===== src/include/gfx_config.svh =====
// Width macros for the graphics ROM address mapper
`ifndef GFX_CONFIG_SVH
`define GFX_CONFIG_SVH

// Tile code from the fetcher
`define GFX_CODE_W 10

// Tile row within the tile
`define GFX_ROW_W 4

// ROM banks per board
// Also the width of every one-hot bank vector
`define GFX_BANKS 4

// Composed ROM address: 4-bit field, low six code bits, row
`define GFX_ADDR_W 14

`endif

===== src/logic/gfx_board_pkg.sv =====
// Board type enum for the cartridge ROM wiring
package gfx_board_pkg;

    // Each board routes the tile code to the ROM banks differently
    typedef enum logic [1:0] {
        BRD_LINEAR = 2'd0, // Single bank for everything
        BRD_SPLIT  = 2'd1, // Top code bit picks bank 0 or 1
        BRD_QUAD   = 2'd2, // Top two code bits, scroll planes fixed
        BRD_DUAL   = 2'd3  // Second rule set for SCR2 and SCR3
    } board_e;

    // BRD_LINEAR
    //   All layers in bank 0
    // BRD_SPLIT
    //   OBJ and scrolls split on code bit 9
    //   Star field in bank 1
    // BRD_QUAD
    //   OBJ and SCR1 use code bits 9:8 as bank number
    //   SCR2 in bank 2, SCR3 in bank 3
    //   No star field ROM
    // BRD_DUAL
    //   SCR2 and SCR3 go through set B, bank 2 or 3 by code bit 9
    //   Other layers only in bank 0, upper half of code unmapped

    // Board type is set once per game
    // Switching it with requests in flight gives undefined results

endpackage


===== src/logic/gfx_layer_pkg.sv =====
// Layer enum for the tile fetch requests
package gfx_layer_pkg;

    // Encoding follows address bits 22 to 20 of the CPS1 board
    //   0  OBJ
    //   1  scroll 1
    //   2  scroll 2
    //   3  scroll 3
    //   4  star field
    // Codes 5 to 7 never come from a fetcher
    typedef enum logic [2:0] {
        LYR_OBJ   = 3'd0, // Sprites
        LYR_SCR1  = 3'd1, // 8x8 plane
        LYR_SCR2  = 3'd2, // 16x16 plane
        LYR_SCR3  = 3'd3, // 32x32 plane
        LYR_STARS = 3'd4  // Star field
    } layer_e;

    // Star field shares the ROM with the scroll planes on most boards
    // but some wirings leave it out entirely

    // Sprite and scroll fetchers issue one row per request
    // and the layer rides along with the code for bank selection

    // The mapper pipeline only needs the layer in its first stage
    // Later stages see the chosen bank instead

endpackage


===== src/logic/gfx_pipe_if.sv =====
// Stage interfaces gfx_bank_if and gfx_field_if
`timescale 1ns/1ps
`include "gfx_config.svh"

// Bank selector to mapper stage
interface gfx_bank_if;
    logic                    valid;    // Request strobe
    logic [`GFX_CODE_W-1:0]  code;     // Tile code
    logic [`GFX_ROW_W-1:0]   row;      // Tile row
    logic [`GFX_BANKS-1:0]   bank_a;   // Default rule set, one-hot
    logic [`GFX_BANKS-1:0]   bank_b;   // Second rule set, one-hot
    logic                    set_used; // Take bank_b instead of bank_a

    modport src (
        output valid, code, row,
        output bank_a, bank_b, set_used
    );

    modport dst (
        input valid, code, row,
        input bank_a, bank_b, set_used
    );
endinterface

// Mapper stage to address composer
interface gfx_field_if;
    logic                    valid;
    logic [`GFX_CODE_W-1:0]  code;
    logic [`GFX_ROW_W-1:0]   row;
    logic [3:0]              offset;   // ORed into top field
    logic [3:0]              mask;     // ANDed with top code bits
    logic                    unmapped; // No bank held the tile

    modport src (
        output valid, code, row,
        output offset, mask, unmapped
    );

    modport dst (
        input valid, code, row,
        input offset, mask, unmapped
    );
endinterface


===== src/logic/gfx_mapper_top.sv =====
// Module gfx_mapper_top, three-stage graphics ROM address mapper
`timescale 1ns/1ps
`include "gfx_config.svh"

module gfx_mapper_top (
    input  logic                    clk,
    input  logic                    rst,
    input  logic [1:0]              board,       // board_e encoding
    input  logic [15:0]             bank_offset, // Quasi-static
    input  logic [15:0]             bank_mask,   // Quasi-static
    input  logic                    req_valid,
    input  logic [2:0]              req_layer,   // layer_e encoding
    input  logic [`GFX_CODE_W-1:0]  req_code,
    input  logic [`GFX_ROW_W-1:0]   req_row,
    output logic                    out_valid,   // Three cycles after req_valid
    output logic                    rom_cs,
    output logic [`GFX_ADDR_W-1:0]  rom_addr
);

    gfx_bank_if  u_bank_if ();
    gfx_field_if u_field_if ();

    // Stage 1, bank choice
    gfx_bank_select u_bank_select (
        .clk       (clk),
        .rst       (rst),
        .board     (gfx_board_pkg::board_e'(board)),
        .req_valid (req_valid),
        .req_layer (gfx_layer_pkg::layer_e'(req_layer)),
        .req_code  (req_code),
        .req_row   (req_row),
        .bnk       (u_bank_if.src)
    );

    // Stage 2, offset and mask
    gfx_mappers u_mappers (
        .clk         (clk),
        .rst         (rst),
        .bank_offset (bank_offset),
        .bank_mask   (bank_mask),
        .bnk         (u_bank_if.dst),
        .fld         (u_field_if.src)
    );

    // Stage 3, address and chip select
    gfx_rom_addr u_rom_addr (
        .clk       (clk),
        .rst       (rst),
        .fld       (u_field_if.dst),
        .out_valid (out_valid),
        .rom_cs    (rom_cs),
        .rom_addr  (rom_addr)
    );

endmodule


===== src/logic/gfx_rom_addr.sv =====
// ROM address and chip select stage, last in the pipeline
`timescale 1ns/1ps
`include "gfx_config.svh"

module gfx_rom_addr (
    input  logic                    clk,
    input  logic                    rst,
    gfx_field_if.dst                fld,
    output logic                    out_valid,
    output logic                    rom_cs,
    output logic [`GFX_ADDR_W-1:0]  rom_addr
);

    logic [3:0]              top_field;
    logic [`GFX_ADDR_W-1:0]  nxt_addr;

    // Upper code bits relocated into the bank window
    assign top_field = (fld.code[`GFX_CODE_W-1 -: 4] & fld.mask) | fld.offset;

    // Field, low six code bits, row
    assign nxt_addr = {top_field, fld.code[5:0], fld.row};

    always_ff @(posedge clk or posedge rst) begin
        if (rst) begin
            out_valid <= 1'b0;
            rom_cs    <= 1'b0;
        end else begin
            out_valid <= fld.valid;
            rom_cs    <= fld.valid && !fld.unmapped; // Low for unmapped tiles
        end
    end

    // Address only matters while rom_cs is high
    always_ff @(posedge clk) begin
        rom_addr <= nxt_addr;
    end

    // Chip select is always part of a valid result
    a_cs_valid: assert property (@(posedge clk) disable iff (rst)
        rom_cs |-> out_valid);

endmodule


===== src/logic/gfx_mappers.sv =====
// Module gfx_mappers, bank to offset and mask, second pipeline stage
`timescale 1ns/1ps
`include "gfx_config.svh"

module gfx_mappers (
    input  logic         clk,
    input  logic         rst,
    input  logic [15:0]  bank_offset, // Nibble k for bank k
    input  logic [15:0]  bank_mask,   // Nibble k for bank k
    gfx_bank_if.dst      bnk,
    gfx_field_if.src     fld
);

    logic [`GFX_BANKS-1:0] eff_bank;
    logic [3:0]            nxt_offset;
    logic [3:0]            nxt_mask;

    // Second rule set overrides when flagged
    assign eff_bank = bnk.set_used ? bnk.bank_b : bnk.bank_a;

    always_comb begin
        case (eff_bank)
            4'b0001: begin
                nxt_offset = bank_offset[3:0];
                nxt_mask   = bank_mask[3:0];
            end
            4'b0010: begin
                nxt_offset = bank_offset[7:4];
                nxt_mask   = bank_mask[7:4];
            end
            4'b0100: begin
                nxt_offset = bank_offset[11:8];
                nxt_mask   = bank_mask[11:8];
            end
            4'b1000: begin
                nxt_offset = bank_offset[15:12];
                nxt_mask   = bank_mask[15:12];
            end
            default: begin
                nxt_offset = 4'h0; // Unmapped, code bits pass untouched
                nxt_mask   = 4'hf;
            end
        endcase
    end

    always_ff @(posedge clk or posedge rst) begin
        if (rst) begin
            fld.valid    <= 1'b0;
            fld.unmapped <= 1'b1;
            fld.offset   <= 4'h0;
            fld.mask     <= 4'h0;
        end else begin
            fld.valid    <= bnk.valid;
            fld.unmapped <= eff_bank == '0; // No bank chosen
            fld.offset   <= nxt_offset;
            fld.mask     <= nxt_mask;
        end
    end

    always_ff @(posedge clk) begin
        fld.code <= bnk.code;
        fld.row  <= bnk.row;
    end

    a_eff_oh: assert property (@(posedge clk) disable iff (rst)
        bnk.valid |-> $onehot0(eff_bank));

endmodule


===== src/logic/gfx_bank_select.sv =====
// Module gfx_bank_select, per-board bank rules, first pipeline stage
`timescale 1ns/1ps
`include "gfx_config.svh"

module gfx_bank_select (
    input  logic                    clk,
    input  logic                    rst,
    input  gfx_board_pkg::board_e   board,
    input  logic                    req_valid,
    input  gfx_layer_pkg::layer_e   req_layer,
    input  logic [`GFX_CODE_W-1:0]  req_code,
    input  logic [`GFX_ROW_W-1:0]   req_row,
    gfx_bank_if.src                 bnk
);

    logic                   code9;  // Top code bit
    logic [1:0]             code98; // Top two code bits
    logic [`GFX_BANKS-1:0]  nxt_a;
    logic [`GFX_BANKS-1:0]  nxt_b;
    logic                   nxt_set;

    assign code9  = req_code[`GFX_CODE_W-1];
    assign code98 = req_code[`GFX_CODE_W-1 -: 2];

    // Bank number to one-hot
    function automatic logic [`GFX_BANKS-1:0] bank_oh(input logic [1:0] idx);
        return `GFX_BANKS'(1) << idx;
    endfunction

    always_comb begin
        nxt_a   = '0; // Anything a rule leaves alone stays unmapped
        nxt_b   = '0;
        nxt_set = 1'b0;
        case (board)
            gfx_board_pkg::BRD_LINEAR: nxt_a = bank_oh(2'd0);
            gfx_board_pkg::BRD_SPLIT: begin
                if (req_layer == gfx_layer_pkg::LYR_STARS)
                    nxt_a = bank_oh(2'd1);
                else if (req_layer inside {gfx_layer_pkg::LYR_OBJ, gfx_layer_pkg::LYR_SCR1,
                                           gfx_layer_pkg::LYR_SCR2, gfx_layer_pkg::LYR_SCR3})
                    nxt_a = bank_oh({1'b0, code9});
            end
            gfx_board_pkg::BRD_QUAD: begin
                case (req_layer)
                    gfx_layer_pkg::LYR_OBJ,
                    gfx_layer_pkg::LYR_SCR1: nxt_a = bank_oh(code98);
                    gfx_layer_pkg::LYR_SCR2: nxt_a = bank_oh(2'd2);
                    gfx_layer_pkg::LYR_SCR3: nxt_a = bank_oh(2'd3);
                    default:                 nxt_a = '0; // No star ROM
                endcase
            end
            gfx_board_pkg::BRD_DUAL: begin
                if (req_layer == gfx_layer_pkg::LYR_SCR2 ||
                    req_layer == gfx_layer_pkg::LYR_SCR3) begin
                    nxt_set = 1'b1; // Second rule set
                    nxt_b   = bank_oh({1'b1, code9});
                end else if (!code9) begin
                    nxt_a = bank_oh(2'd0);
                end
            end
            default: nxt_a = '0;
        endcase
    end

    // Control state
    always_ff @(posedge clk or posedge rst) begin
        if (rst) begin
            bnk.valid    <= 1'b0;
            bnk.bank_a   <= '0;
            bnk.bank_b   <= '0;
            bnk.set_used <= 1'b0;
        end else begin
            bnk.valid    <= req_valid;
            bnk.bank_a   <= nxt_a;
            bnk.bank_b   <= nxt_b;
            bnk.set_used <= nxt_set;
        end
    end

    // Payload travels alongside
    always_ff @(posedge clk) begin
        bnk.code <= req_code;
        bnk.row  <= req_row;
    end

    // Set B in use means set A carries nothing, both stay one-hot or zero
    a_bank_oh: assert property (@(posedge clk) disable iff (rst)
        $onehot0(bnk.bank_a) && $onehot0(bnk.bank_b) &&
        (!bnk.set_used || bnk.bank_a == '0));

endmodule


===== config.mk =====
export PLATFORM = sky130hd
export DESIGN_NAME = gfx_mapper_top
export DESIGN_NICKNAME = d
export VERILOG_FILES = /design/src/logic/gfx_board_pkg.sv /design/src/logic/gfx_layer_pkg.sv /design/src/logic/gfx_pipe_if.sv /design/src/logic/gfx_mapper_top.sv /design/src/logic/gfx_rom_addr.sv /design/src/logic/gfx_mappers.sv /design/src/logic/gfx_bank_select.sv
export VERILOG_INCLUDE_DIRS = /design/src /design/src/include
export SDC_FILE = /design/constraint.sdc
export NUM_CORES = 1
export LEC_CHECK = 0
export BUFFER_PORTS_ARGS = -buffer_cell sky130_fd_sc_hd__buf_2
export CORE_MARGIN = 10
export CORE_UTILIZATION = 28
export DETAILED_ROUTE_END_ITERATION = 8
export GPL_TIMING_DRIVEN = 0
export PLACE_DENSITY = 0.51
export SYNTH_ARGS = -nofsm -noshare
export SYNTH_HDL_FRONTEND = slang
export SYNTH_SLANG_ARGS = --single-unit

===== constraint.sdc =====
create_clock -name clk -period 1.99 [get_ports clk]
set_input_delay 0.398 -clock clk [delete_from_list [all_inputs] [get_ports clk]]
set_output_delay 0.398 -clock clk [all_outputs]
set_load 0.005 [all_outputs]

# Yosys cells after proc, flatten, opt, wreduce, memory -nomap -nowiden
# Index checks and enable logic that the tools add are counted.
# Widths: inputs -> output; s select.
# word_totals
ff_bits,64
input_bits,54
out_inout_bits,16
elab_cells,52
# classes
n_eq_ne,11
n_shift,3
muxes,13
bitwise_logic,2
reduce_logical,8
# ops
op,count
$pmux 4 s4,3
$mux 4,6
$pmux 4 s3,1
$shl 1x2->4 const A,2
$eq 3x2->1 const B,2
$and 4x4->4,1
$eq 2x2->1 const B,2
$eq 4x1->1 const B,1
$eq 4x2->1 const B,1
$eq 4x3->1 const B,1
$eq 4x4->1 const B,1
$logic_not 4->1,1
$or 4x4->4,1
$reduce_bool 4->1,1
$shl 1x1->4 const A,1
$eq 3x1->1 const B,1
$eq 3x3->1 const B,1
$logic_not 3->1,1
$mux 1,3
$eq 2x1->1 const B,1
$logic_not 2->1,1
$reduce_or 2->1,1
$logic_and 1x1->1,1
$logic_not 1->1,1
$logic_or 1x1->1,1

# Depth between registers and ports, before layout
# Gate-level depths: netlist (run 1).
# logic_depth
depth_word,5
mapped_depth,5
ltp_nobuf,4

# Hierarchy
# A second synthesis (run 1) with hierarchy kept.
# hier_totals
cells_unflattened,148
hier_area_um2,1990.7
# modules_own_cells
mod,n_inst,cells_each,area_per_inst_um2,seq_area_each_um2
gfx_mappers,1,77,975.9,531.8
gfx_bank_select,1,49,644.4,480.5
gfx_rom_addr,1,22,370.4,330.3

# Least setup slack after synthesis (run 1)
# No wires, ideal clock.
# synth_path
path_type,register to register
start,reg u_bank_select.bnk.bank_a[1]
end,reg u_mappers.fld.mask[0]
setup_ns,0.135
arrival_time_ns,1.138
required_ns,1.855
slack_ns,0.718
path_stages_with_launch,6
path_buffers,1
synth_period_minus_slack_ns,1.272
path_cell_list,dfrtp_1 nor2b_1 clkbuf_1 a22o_1 a32oi_1 nand3_1
# synth_between
elab_chain_len,3
word_cells_on_any_way,6
cone_classes,eq/ne (4); mux (2)
# synth_rtl
element,line_no,text
start: declaration,gfx_pipe_if.sv:16,"output bank_a, bank_b, set_used"
start signal: assignment,gfx_bank_select.sv:74,bnk.bank_a <= nxt_a;
$mux 4 (*),gfx_mappers.sv:19,assign eff_bank = bnk.set_used ? bnk.bank_b : bnk.bank_a;
"$eq 4x4->1, or another cell as far along",gfx_mappers.sv:22,case (eff_bank)
$pmux 4 s4 (*),gfx_mappers.sv:22,
named net u_mappers.nxt_mask[0],gfx_mappers.sv:16,logic [3:0] nxt_mask;
end signal: assignment,gfx_mappers.sv:56,fld.mask <= nxt_mask;
end: declaration,gfx_pipe_if.sv:36,"output offset, mask, unmapped"
# The timed path passes the listed nets; every way through them passes the cells marked *.

# Worst setup path in the final report (run 1)
# layout_path
start,reg u_bank_select.bnk.bank_a[1]
end,reg u_mappers.fld.mask[1]
# The elaborated chain is that of the path after synthesis.

==> impl_metrics.prom, run 1 <==
# TYPE chip_impl_metric gauge
chip_impl_info{name="status",value="finished, final reports clean"} 1
chip_impl_metric{name="cap_viol_max_count",unit=""} 0
chip_impl_info{name="crit_chain",value="nor2b_1 > clkbuf_1 > a22o_1 > a32oi_1 > nand3_1"} 1
chip_impl_metric{name="cp_max_fanout",unit=""} 8
chip_impl_metric{name="r2r.worst_path.cells",unit=""} 5
chip_impl_metric{name="core_occupancy_in_the_finished_layout",unit="%"} 39.2
chip_impl_metric{name="grt_overflow",unit=""} 0
chip_impl_metric{name="cts_htree_levels",unit=""} 3
chip_impl_metric{name="grt_use_met1",unit="%"} 10.6
chip_impl_metric{name="hold_critical_path_depth",unit=""} 1
chip_impl_metric{name="worst_clock_skew",unit="ps"} 4.38
chip_impl_metric{name="worst-r2r-setup-slack",unit="ps"} 520
chip_impl_metric{name="synth_top_cell_area_share",unit="%"} 44.4
chip_impl_metric{name="io_pins",unit=""} 70
chip_impl_metric{name="post_synthesis_mux_area_share",unit="%"} 0
chip_impl_metric{name="synthesized_netlist_net_count",unit=""} 201
chip_impl_metric{name="adder_cell_share_of_the_synthesized_area",unit="%"} 0
chip_impl_info{name="synth_flop_cell",value="sky130_fd_sc_hd__dfxtp_1"} 1
chip_impl_info{name="tritoncts",value="built"} 1
chip_impl_metric{name="final_layout_size_suffix_gt1_share",unit="%"} 40.3
chip_impl_metric{name="power_density",unit="mW/mm^2"} 1040
chip_impl_metric{name="grt_first_pass_wirelength",unit="microns"} 7310
chip_impl_metric{name="cts_repair_resize_count",unit=""} 0
chip_impl_metric{name="placement_rows",unit=""} 29
chip_impl_metric{name="dr.pass1.iters",unit=""} 4
chip_impl_metric{name="wl",unit="microns"} 4710
chip_impl_info{name="timing.critical_path.to",value="u_mappers.fld.mask[1]$_DFF_PP0_"} 1
chip_impl_metric{name="post_synth_num_cell_types",unit=""} 34
chip_impl_metric{name="routed_via_density",unit=""} 4.46
chip_impl_info{name="clock-root-buffer",value="sky130_fd_sc_hd__clkbuf_8"} 1
chip_impl_metric{name="max_frequency",unit="GHz"} 0.680
chip_impl_metric{name="synthesis.yosys.warnings",unit=""} 0
chip_impl_metric{name="detail_route.drc_violations",unit=""} 0
chip_impl_metric{name="fin_tns_setup",unit="ps"} 0
chip_impl_metric{name="area_of_the_die",unit="sq mm"} 0.0105
chip_impl_metric{name="setup-violations-final",unit=""} 0
chip_impl_metric{name="ff_latch_count_synth",unit=""} 62
chip_impl_metric{name="power_leakage",unit="nW"} 1.19
chip_impl_metric{name="postSynthCellCount",unit=""} 147
chip_impl_info{name="largest_area_contributor_in_the_netlist",value="sky130_fd_sc_hd__dfxtp_1"} 1
chip_impl_metric{name="ctsLongestPathBuffers",unit=""} 2
chip_impl_metric{name="synth_enable_flop_cells",unit=""} 0
chip_impl_metric{name="post-cts-setup-buffers",unit=""} 0
chip_impl_metric{name="proportion_of_synthesized_chip_area_in_sequential_cells",unit="%"} 70.9
chip_impl_metric{name="synth-async-reset-ratio",unit="%"} 32.3
chip_impl_info{name="critPathKind",value="flop to flop"} 1
chip_impl_metric{name="cell_area_synth",unit="sq mm"} 0.00189
chip_impl_metric{name="seqCellArea",unit="sq mm"} 0.00134
chip_impl_metric{name="design_area",unit="sq mm"} 0.00253
chip_impl_metric{name="chipWidth",unit="microns"} 102
chip_impl_metric{name="fin_nets",unit=""} 280
chip_impl_metric{name="post_drt_wl_per_cell",unit="microns"} 15.3
chip_impl_metric{name="antenna_cells",unit=""} 0
chip_impl_info{name="timing.critical_path.from_type",value="flop"} 1
chip_impl_metric{name="via_count_of_the_first_global_routing_pass",unit=""} 1515
chip_impl_metric{name="grt_antenna_before_repair",unit=""} 0
chip_impl_info{name="synth_top_family_by_area",value="compound AO/OA/AOI/OAI gates"} 1
chip_impl_metric{name="ir_drop",unit="uV"} 293
chip_impl_info{name="rsz0062_at_grt",value="false"} 1
chip_impl_metric{name="timing_hold_violations_final",unit=""} 0
chip_impl_metric{name="p_total",unit="mW"} 2.64
chip_impl_metric{name="drt_iter0_drc",unit=""} 50
chip_impl_info{name="globalRoute.busiestLayer",value="met2"} 1
chip_impl_metric{name="placeableCoreArea",unit="sq mm"} 0.00646
chip_impl_metric{name="timing_worst_slew_pin_value",unit="ps"} 783
chip_impl_metric{name="arrival",unit="ps"} 1670
chip_impl_metric{name="multi_input_area",unit="sq um"} 500
chip_impl_metric{name="synth_xor_xnor_area_share",unit="%"} 0.925
chip_impl_metric{name="die_h",unit="microns"} 102
chip_impl_metric{name="post_synth_and_or_nand_nor_area_fraction",unit="%"} 9.25
chip_impl_metric{name="drt.antenna.violating_nets",unit=""} 0
chip_impl_metric{name="period_minus_slack",unit="ps"} 1470
chip_impl_info{name="yosys-top-cells-area",value="sky130_fd_sc_hd__dfxtp_1, sky130_fd_sc_hd__dfrtp_1, sky130_fd_sc_hd__a22oi_1"} 1
chip_impl_info{name="min_path_type",value="input pin to flop"} 1
chip_impl_metric{name="place.detailed.hpwl",unit="microns"} 3600
chip_impl_metric{name="met2_usage",unit="%"} 14.5
chip_impl_info{name="crit_path_top_delay_cell",value="sky130_fd_sc_hd__dfrtp_1"} 1
chip_impl_metric{name="cts_buffers",unit=""} 9
chip_impl_metric{name="detailroute.via_count",unit=""} 1374
chip_impl_metric{name="syn_area_per_cell",unit="sq um"} 12.9
chip_impl_metric{name="path_clk_slew",unit="ps"} 70
chip_impl_metric{name="clock_latency_on_the_worst_skew_pair",unit="ps"} 320
chip_impl_metric{name="report.final.slew_viol_count",unit=""} 0
chip_impl_metric{name="post_dp_cell_area",unit="sq mm"} 0.00233
chip_impl_metric{name="period_share",unit="%"} 73.9
chip_impl_metric{name="portBuffers",unit=""} 68
chip_impl_metric{name="synth_compound_area_share",unit="%"} 16.3
chip_impl_metric{name="grtUsageTotal",unit="%"} 9.32
chip_impl_metric{name="worstPathRequired",unit="ps"} 2190
chip_impl_metric{name="initial_utilization",unit="%"} 29.3
chip_impl_metric{name="use_met3",unit="%"} 5.60
chip_impl_info{name="critPathLaunch",value="u_bank_select.bnk.bank_a[1]$_DFF_PP0_"} 1
chip_impl_info{name="worst_r2r_startpoint",value="u_bank_select.bnk.bank_a[1]$_DFF_PP0_"} 1
chip_impl_info{name="regToRegEndpoint",value="u_mappers.fld.mask[1]$_DFF_PP0_"} 1
chip_impl_metric{name="final.fill_count",unit=""} 631
chip_impl_info{name="end_kind",value="flop"} 1
chip_impl_metric{name="flow.area_growth_from_synthesis",unit="%"} 33.8
chip_impl_metric{name="post_cts_hold_buffer_count",unit=""} 0
chip_impl_metric{name="gpl.final_weighted_congestion",unit=""} 0.840
chip_impl_metric{name="worst_slew_margin_rel",unit="%"} 47.7
chip_impl_metric{name="grt_start_max_net_pins",unit=""} 21
chip_impl_metric{name="critical-path-max-stage-delay",unit="ps"} 430
chip_impl_metric{name="cts_num_sinks",unit=""} 62
==> kinds of logic (layout without fill, tap and decap cells) <==
kind of cell,Yosys count,count (layout)
flip-flops,62,62
AO/OA/AOI/OAI,38,38
AND/OR/NAND/NOR,34,34
buffers and inverters,11,95
XOR/XNOR,2,2
==> registers in the layout, summed over array words and instances, names as in the netlist, 2 cells and up <==
register,count
u_bank_select.bnk.bank_a,4
u_bank_select.bnk.bank_b,2
u_bank_select.bnk.code,10
u_bank_select.bnk.row,4
u_mappers.fld.code,10
u_mappers.fld.mask,4
u_mappers.fld.offset,4
u_mappers.fld.row,4
u_rom_addr.rom_addr,14
==> cell usage after synthesis, drive strengths merged (2+ instances only) <==
cell type	number
dfxtp	42
dfrtp	19
a22oi	9
nand3	8
nor2	8
inv	6
a32oi	5
nor2b	5
o22ai	5
a21o	4
a21oi	4
a22o	4
nand2	4
buf	3
clkbuf	2
nand3b	2
nor3	2
o21ai	2
o31ai	2
==> layer usage <==
| metal | part of all wire, % | vias up |
|---|---|---|
| met2 | 45 | 49 |
| met3 | 7.7 | 6 |
| li1 | - | 682 |
| met4 | 0.79 | 0 |
| met1 | 46 | 637 |
| met5 | 0 | - |
==> report_power, final <==
group	switching (mW)	internal, mW	total [mW]	leakage [nW]
clock network	0.467	0.595	1.06	0.107
logic	0.107	0.105	0.212	0.477
registers	0.0260	1.34	1.36	0.604
==> cell type report <==
| type | count | area share (%) |
|---|---|---|
| Timing Repair Buffer | 68 | 13.4 |
| Multi-Input combinational cell | 74 | 19.8 |
| Inverter | 6 | 0.889 |
| Sequential cell | 62 | 53.0 |
| Tap cell | 77 | 3.80 |
| Clock inverter | 4 | 1.09 |
| Clock buffer | 12 | 6.96 |
| Buffer | 5 | 1.09 |
==> worst max-delay path, delay by kind of cell (launching register included) <==
kind                   cells  cell delay (ps)
AOI/OAI and AO/OA          2              460
DFF                        1              430
and+or+nand+nor            2              240
buffers and inverters      1              210
==> worst min path at each step <==
| stage | start | endpoint | slack (ps) |
|---|---|---|---|
| 2_1_floorplan | u_bank_select.bnk.code[0]$_DFF_P_ | u_mappers.fld.code[0]$_DFF_P_ | 310 |
| 3_3_place_gp | u_bank_select.bnk.code[2]$_DFF_P_ | u_mappers.fld.code[2]$_DFF_P_ | 310 |
| 3_5_place_dp | u_bank_select.bnk.code[9]$_DFF_P_ | u_mappers.fld.code[9]$_DFF_P_ | 310 |
| 4_1_cts | req_code[1] | u_bank_select.bnk.code[1]$_DFF_P_ | 140 |
| 5_1_grt | req_code[1] | u_bank_select.bnk.code[1]$_DFF_P_ | 130 |
| 6_report | req_code[1] | u_bank_select.bnk.code[1]$_DFF_P_ | 170 |
==> through the flow <==
step | setup slack, ps | hold slack (ps) | cells
3_5_place_dp | 523 | 312 | 292
4_1_cts | 508 | 144 | 308
2_1_floorplan | 718 | 310 | 147
6_report | 519 | 169 | 308
3_3_place_gp | 523 | 310 | 292
5_1_grt | 405 | 134 | 308
==> layout by cell type (no fill, tap or decap), types with 4 or more instances in the layout <==
cell type	synthesis	layout
sky130_fd_sc_hd__nand3_1	8	8
sky130_fd_sc_hd__a21o_1	4	4
sky130_fd_sc_hd__buf_2	1	69
sky130_fd_sc_hd__inv_1	5	5
sky130_fd_sc_hd__a21oi_1	4	4
sky130_fd_sc_hd__a22o_1	4	4
sky130_fd_sc_hd__dfxtp_1	42	42
sky130_fd_sc_hd__nand2_1	4	4
sky130_fd_sc_hd__clkbuf_8	0	11
sky130_fd_sc_hd__nor2b_1	5	5
sky130_fd_sc_hd__a32oi_1	5	5
sky130_fd_sc_hd__nor2_1	8	8
sky130_fd_sc_hd__o22ai_1	5	5
sky130_fd_sc_hd__a22oi_1	8	8
sky130_fd_sc_hd__dfrtp_1	19	19
(Power assumes the default switching activity.)
==> run 2: changes to the inputs <==
==> constraint.sdc (replaced) <==
create_clock -name clk -period 1.45 [get_ports clk]
set_input_delay 0.29 -clock clk [delete_from_list [all_inputs] [get_ports clk]]
set_output_delay 0.29 -clock clk [all_outputs]
set_load 0.005 [all_outputs]
==> impl_metrics.prom, run 2 (same netlist as run 1, synthesis figures left out) <==
# TYPE chip_impl_metric gauge
chip_impl_info{name="status",value="finished, final reports clean"} 1
chip_impl_info{name="tritoncts",value="built"} 1
chip_impl_metric{name="cts_num_sinks",unit=""} 62
chip_impl_metric{name="largest_register_ff_count",unit=""} 14
chip_impl_metric{name="chipWidth",unit="microns"} 102
chip_impl_metric{name="dp_slack",unit="ps"} -16.9
chip_impl_metric{name="path_clk_slew",unit="ps"} 70
chip_impl_info{name="reg_top3",value="u_rom_addr.rom_addr: 14 flops, u_bank_select.bnk.code: 10 flops, u_mappers.fld.code: 10 flops"} 1
chip_impl_metric{name="placeableCoreArea",unit="sq mm"} 0.00646
chip_impl_info{name="rsz0062_at_grt",value="false"} 1
chip_impl_metric{name="clock_latency_on_the_worst_skew_pair",unit="ps"} 320
chip_impl_metric{name="worstPathRequired",unit="ps"} 1650
chip_impl_info{name="timing.critical_path.from_type",value="flop"} 1
chip_impl_metric{name="period_share",unit="%"} 92.8
chip_impl_metric{name="place.detailed.hpwl",unit="microns"} 3600
chip_impl_metric{name="buf_inv_stages_crit_path",unit=""} 2
chip_impl_metric{name="hold-worst-slack",unit="ps"} 60.6
chip_impl_metric{name="power_leakage",unit="nW"} 1.20
chip_impl_info{name="max_flop_register",value="u_rom_addr.rom_addr"} 1
chip_impl_metric{name="power_density",unit="mW/mm^2"} 1410
chip_impl_metric{name="wl",unit="microns"} 4780
chip_impl_info{name="critPathTopFamily",value="flip-flops"} 1
chip_impl_metric{name="grt_first_pass_wirelength",unit="microns"} 7280
chip_impl_metric{name="via_count_of_the_first_global_routing_pass",unit=""} 1501
chip_impl_metric{name="final_worst_setup_slack",unit="ps"} 105
chip_impl_metric{name="worst_slew_margin_rel",unit="%"} 47.7
chip_impl_metric{name="grt_overflow",unit=""} 0
chip_impl_metric{name="antenna_cells",unit=""} 0
chip_impl_metric{name="dr.pass1.iters",unit=""} 4
chip_impl_metric{name="area_of_the_die",unit="sq mm"} 0.0105
chip_impl_metric{name="die_h",unit="microns"} 102
chip_impl_metric{name="period_minus_slack",unit="ps"} 1350
chip_impl_metric{name="worst_clock_skew",unit="ps"} 4.43
chip_impl_metric{name="cp_max_fanout",unit=""} 10
chip_impl_metric{name="placement_rows",unit=""} 29
chip_impl_metric{name="initial_utilization",unit="%"} 29.3
chip_impl_metric{name="core_occupancy_in_the_finished_layout",unit="%"} 39.8
chip_impl_metric{name="final_layout_size_suffix_gt1_share",unit="%"} 44.0
chip_impl_metric{name="drt.antenna.violating_nets",unit=""} 0
chip_impl_info{name="critPathKind",value="flop to flop"} 1
chip_impl_metric{name="fin_nets",unit=""} 281
chip_impl_metric{name="gpl.final_weighted_congestion",unit=""} 0.840
chip_impl_metric{name="grtUsageTotal",unit="%"} 9.30
chip_impl_metric{name="flow.area_growth_from_synthesis",unit="%"} 35.8
chip_impl_metric{name="drt_iter0_drc",unit=""} 55
chip_impl_metric{name="critical-path-max-stage-delay",unit="ps"} 380
chip_impl_metric{name="ctsLongestPathBuffers",unit=""} 2
chip_impl_metric{name="cts_buffers",unit=""} 9
chip_impl_metric{name="cap_viol_max_count",unit=""} 0
chip_impl_metric{name="max_frequency",unit="GHz"} 0.743
chip_impl_metric{name="grt_antenna_before_repair",unit=""} 0
chip_impl_metric{name="post_cts_hold_buffer_count",unit=""} 0
chip_impl_metric{name="setup-violations-final",unit=""} 0
chip_impl_metric{name="portBuffers",unit=""} 68
chip_impl_metric{name="post_drt_wl_per_cell",unit="microns"} 15.5
chip_impl_metric{name="grt_start_max_net_pins",unit=""} 21
chip_impl_info{name="layout_commonest_cell",value="sky130_fd_sc_hd__buf_2"} 1
chip_impl_metric{name="routed_via_density",unit=""} 4.49
chip_impl_metric{name="timing_worst_slew_pin_value",unit="ps"} 784
chip_impl_metric{name="p_total",unit="mW"} 3.63
chip_impl_info{name="min_path_type",value="input pin to flop"} 1
chip_impl_metric{name="io_pins",unit=""} 70
chip_impl_metric{name="cts_htree_levels",unit=""} 3
chip_impl_info{name="clock-root-buffer",value="sky130_fd_sc_hd__clkbuf_8"} 1
chip_impl_metric{name="arrival",unit="ps"} 1540
chip_impl_info{name="end_kind",value="flop"} 1
chip_impl_metric{name="ir_drop",unit="uV"} 402
chip_impl_metric{name="detail_route.drc_violations",unit=""} 0
chip_impl_info{name="crit_path_top_delay_cell",value="sky130_fd_sc_hd__dfrtp_1"} 1
chip_impl_info{name="crit_chain",value="buf_6 > nand3b_1 > o31ai_4 > buf_4 > a32oi_1 > nand3_1"} 1
chip_impl_info{name="most-common-layout-cells",value="sky130_fd_sc_hd__buf_2, sky130_fd_sc_hd__dfxtp_1, sky130_fd_sc_hd__dfrtp_1, sky130_fd_sc_hd__clkbuf_8"} 1
chip_impl_metric{name="report.final.slew_viol_count",unit=""} 0
chip_impl_metric{name="timing_hold_violations_final",unit=""} 0
chip_impl_metric{name="detailroute.via_count",unit=""} 1387
## run 2: routing by layer
metal	share of wire [%]	global-route usage, %	wire length [microns]
met1	45	10.6	2160
met2	46	14.5	2200
met3	7.9	5.60	379
met4	0.77	2.60	37
met5	0	0	0
## run 2: final timing paths
path	end	slack [ps]	cells past startpoint	startpoint
min in group asynchronous	u_bank_select.bnk.bank_a[0]$_DFF_PP0_	100	2	rst
worst min-delay path	u_bank_select.bnk.code[1]$_DFF_P_	60	1	req_code[1]
worst max-delay path	u_mappers.fld.mask[1]$_DFF_PP0_	100	6	u_bank_select.bnk.set_used$_DFF_PP0_
worst min register to register	u_mappers.fld.code[8]$_DFF_P_	320	0	u_bank_select.bnk.code[8]$_DFF_P_
worst max register to register	u_mappers.fld.mask[1]$_DFF_PP0_	100	6	u_bank_select.bnk.set_used$_DFF_PP0_
max in group asynchronous	u_bank_select.bnk.bank_a[3]$_DFF_PP0_	810	2	rst
## run 2: power by group
part | switching (mW) | internal (mW) | total, mW
registers | 0.0368 | 1.84 | 1.87
logic | 0.149 | 0.149 | 0.299
clock network | 0.640 | 0.817 | 1.46
total | 0.827 | 2.80 | 3.63
## run 2: what timing repair did
action,4_1_cts,5_1_grt
resized for setup,1,6
setup buffers,0,4
setup endpoints to repair,4,8
pin swaps,0,3
## run 2: worst register-to-register path: stages, from the launching register on
cell and delay, ps:
sky130_fd_sc_hd__dfrtp_1 380, sky130_fd_sc_hd__buf_6 150, sky130_fd_sc_hd__nand3b_1 130, sky130_fd_sc_hd__o31ai_4 80, sky130_fd_sc_hd__buf_4 170, sky130_fd_sc_hd__a32oi_1 220
sky130_fd_sc_hd__nand3_1 100
## run 2: final cells by class
class | instances | area (sq um)
Buffer | 2 | 15.0
Clock buffer | 12 | 176
Timing Repair Buffer | 72 | 370
Sequential cell | 62 | 1350
Fill cell | 625 | 3890
Inverter | 6 | 22.5
Tap cell | 77 | 96.3
Multi-Input combinational cell | 74 | 518
Clock inverter | 4 | 27.5
## run 2: per-stage QoR
| stage | setup TNS [ps] | cells | area [sq um] |
|---|---|---|---|
| floorplan | 0 | 147 | 1890 |
| global placement | -21.3 | 292 | 2330 |
| detailed placement | -57.3 | 292 | 2330 |
| CTS | 0 | 307 | 2530 |
| global route | 0 | 309 | 2570 |
| finish | 0 | 309 | 2570 |
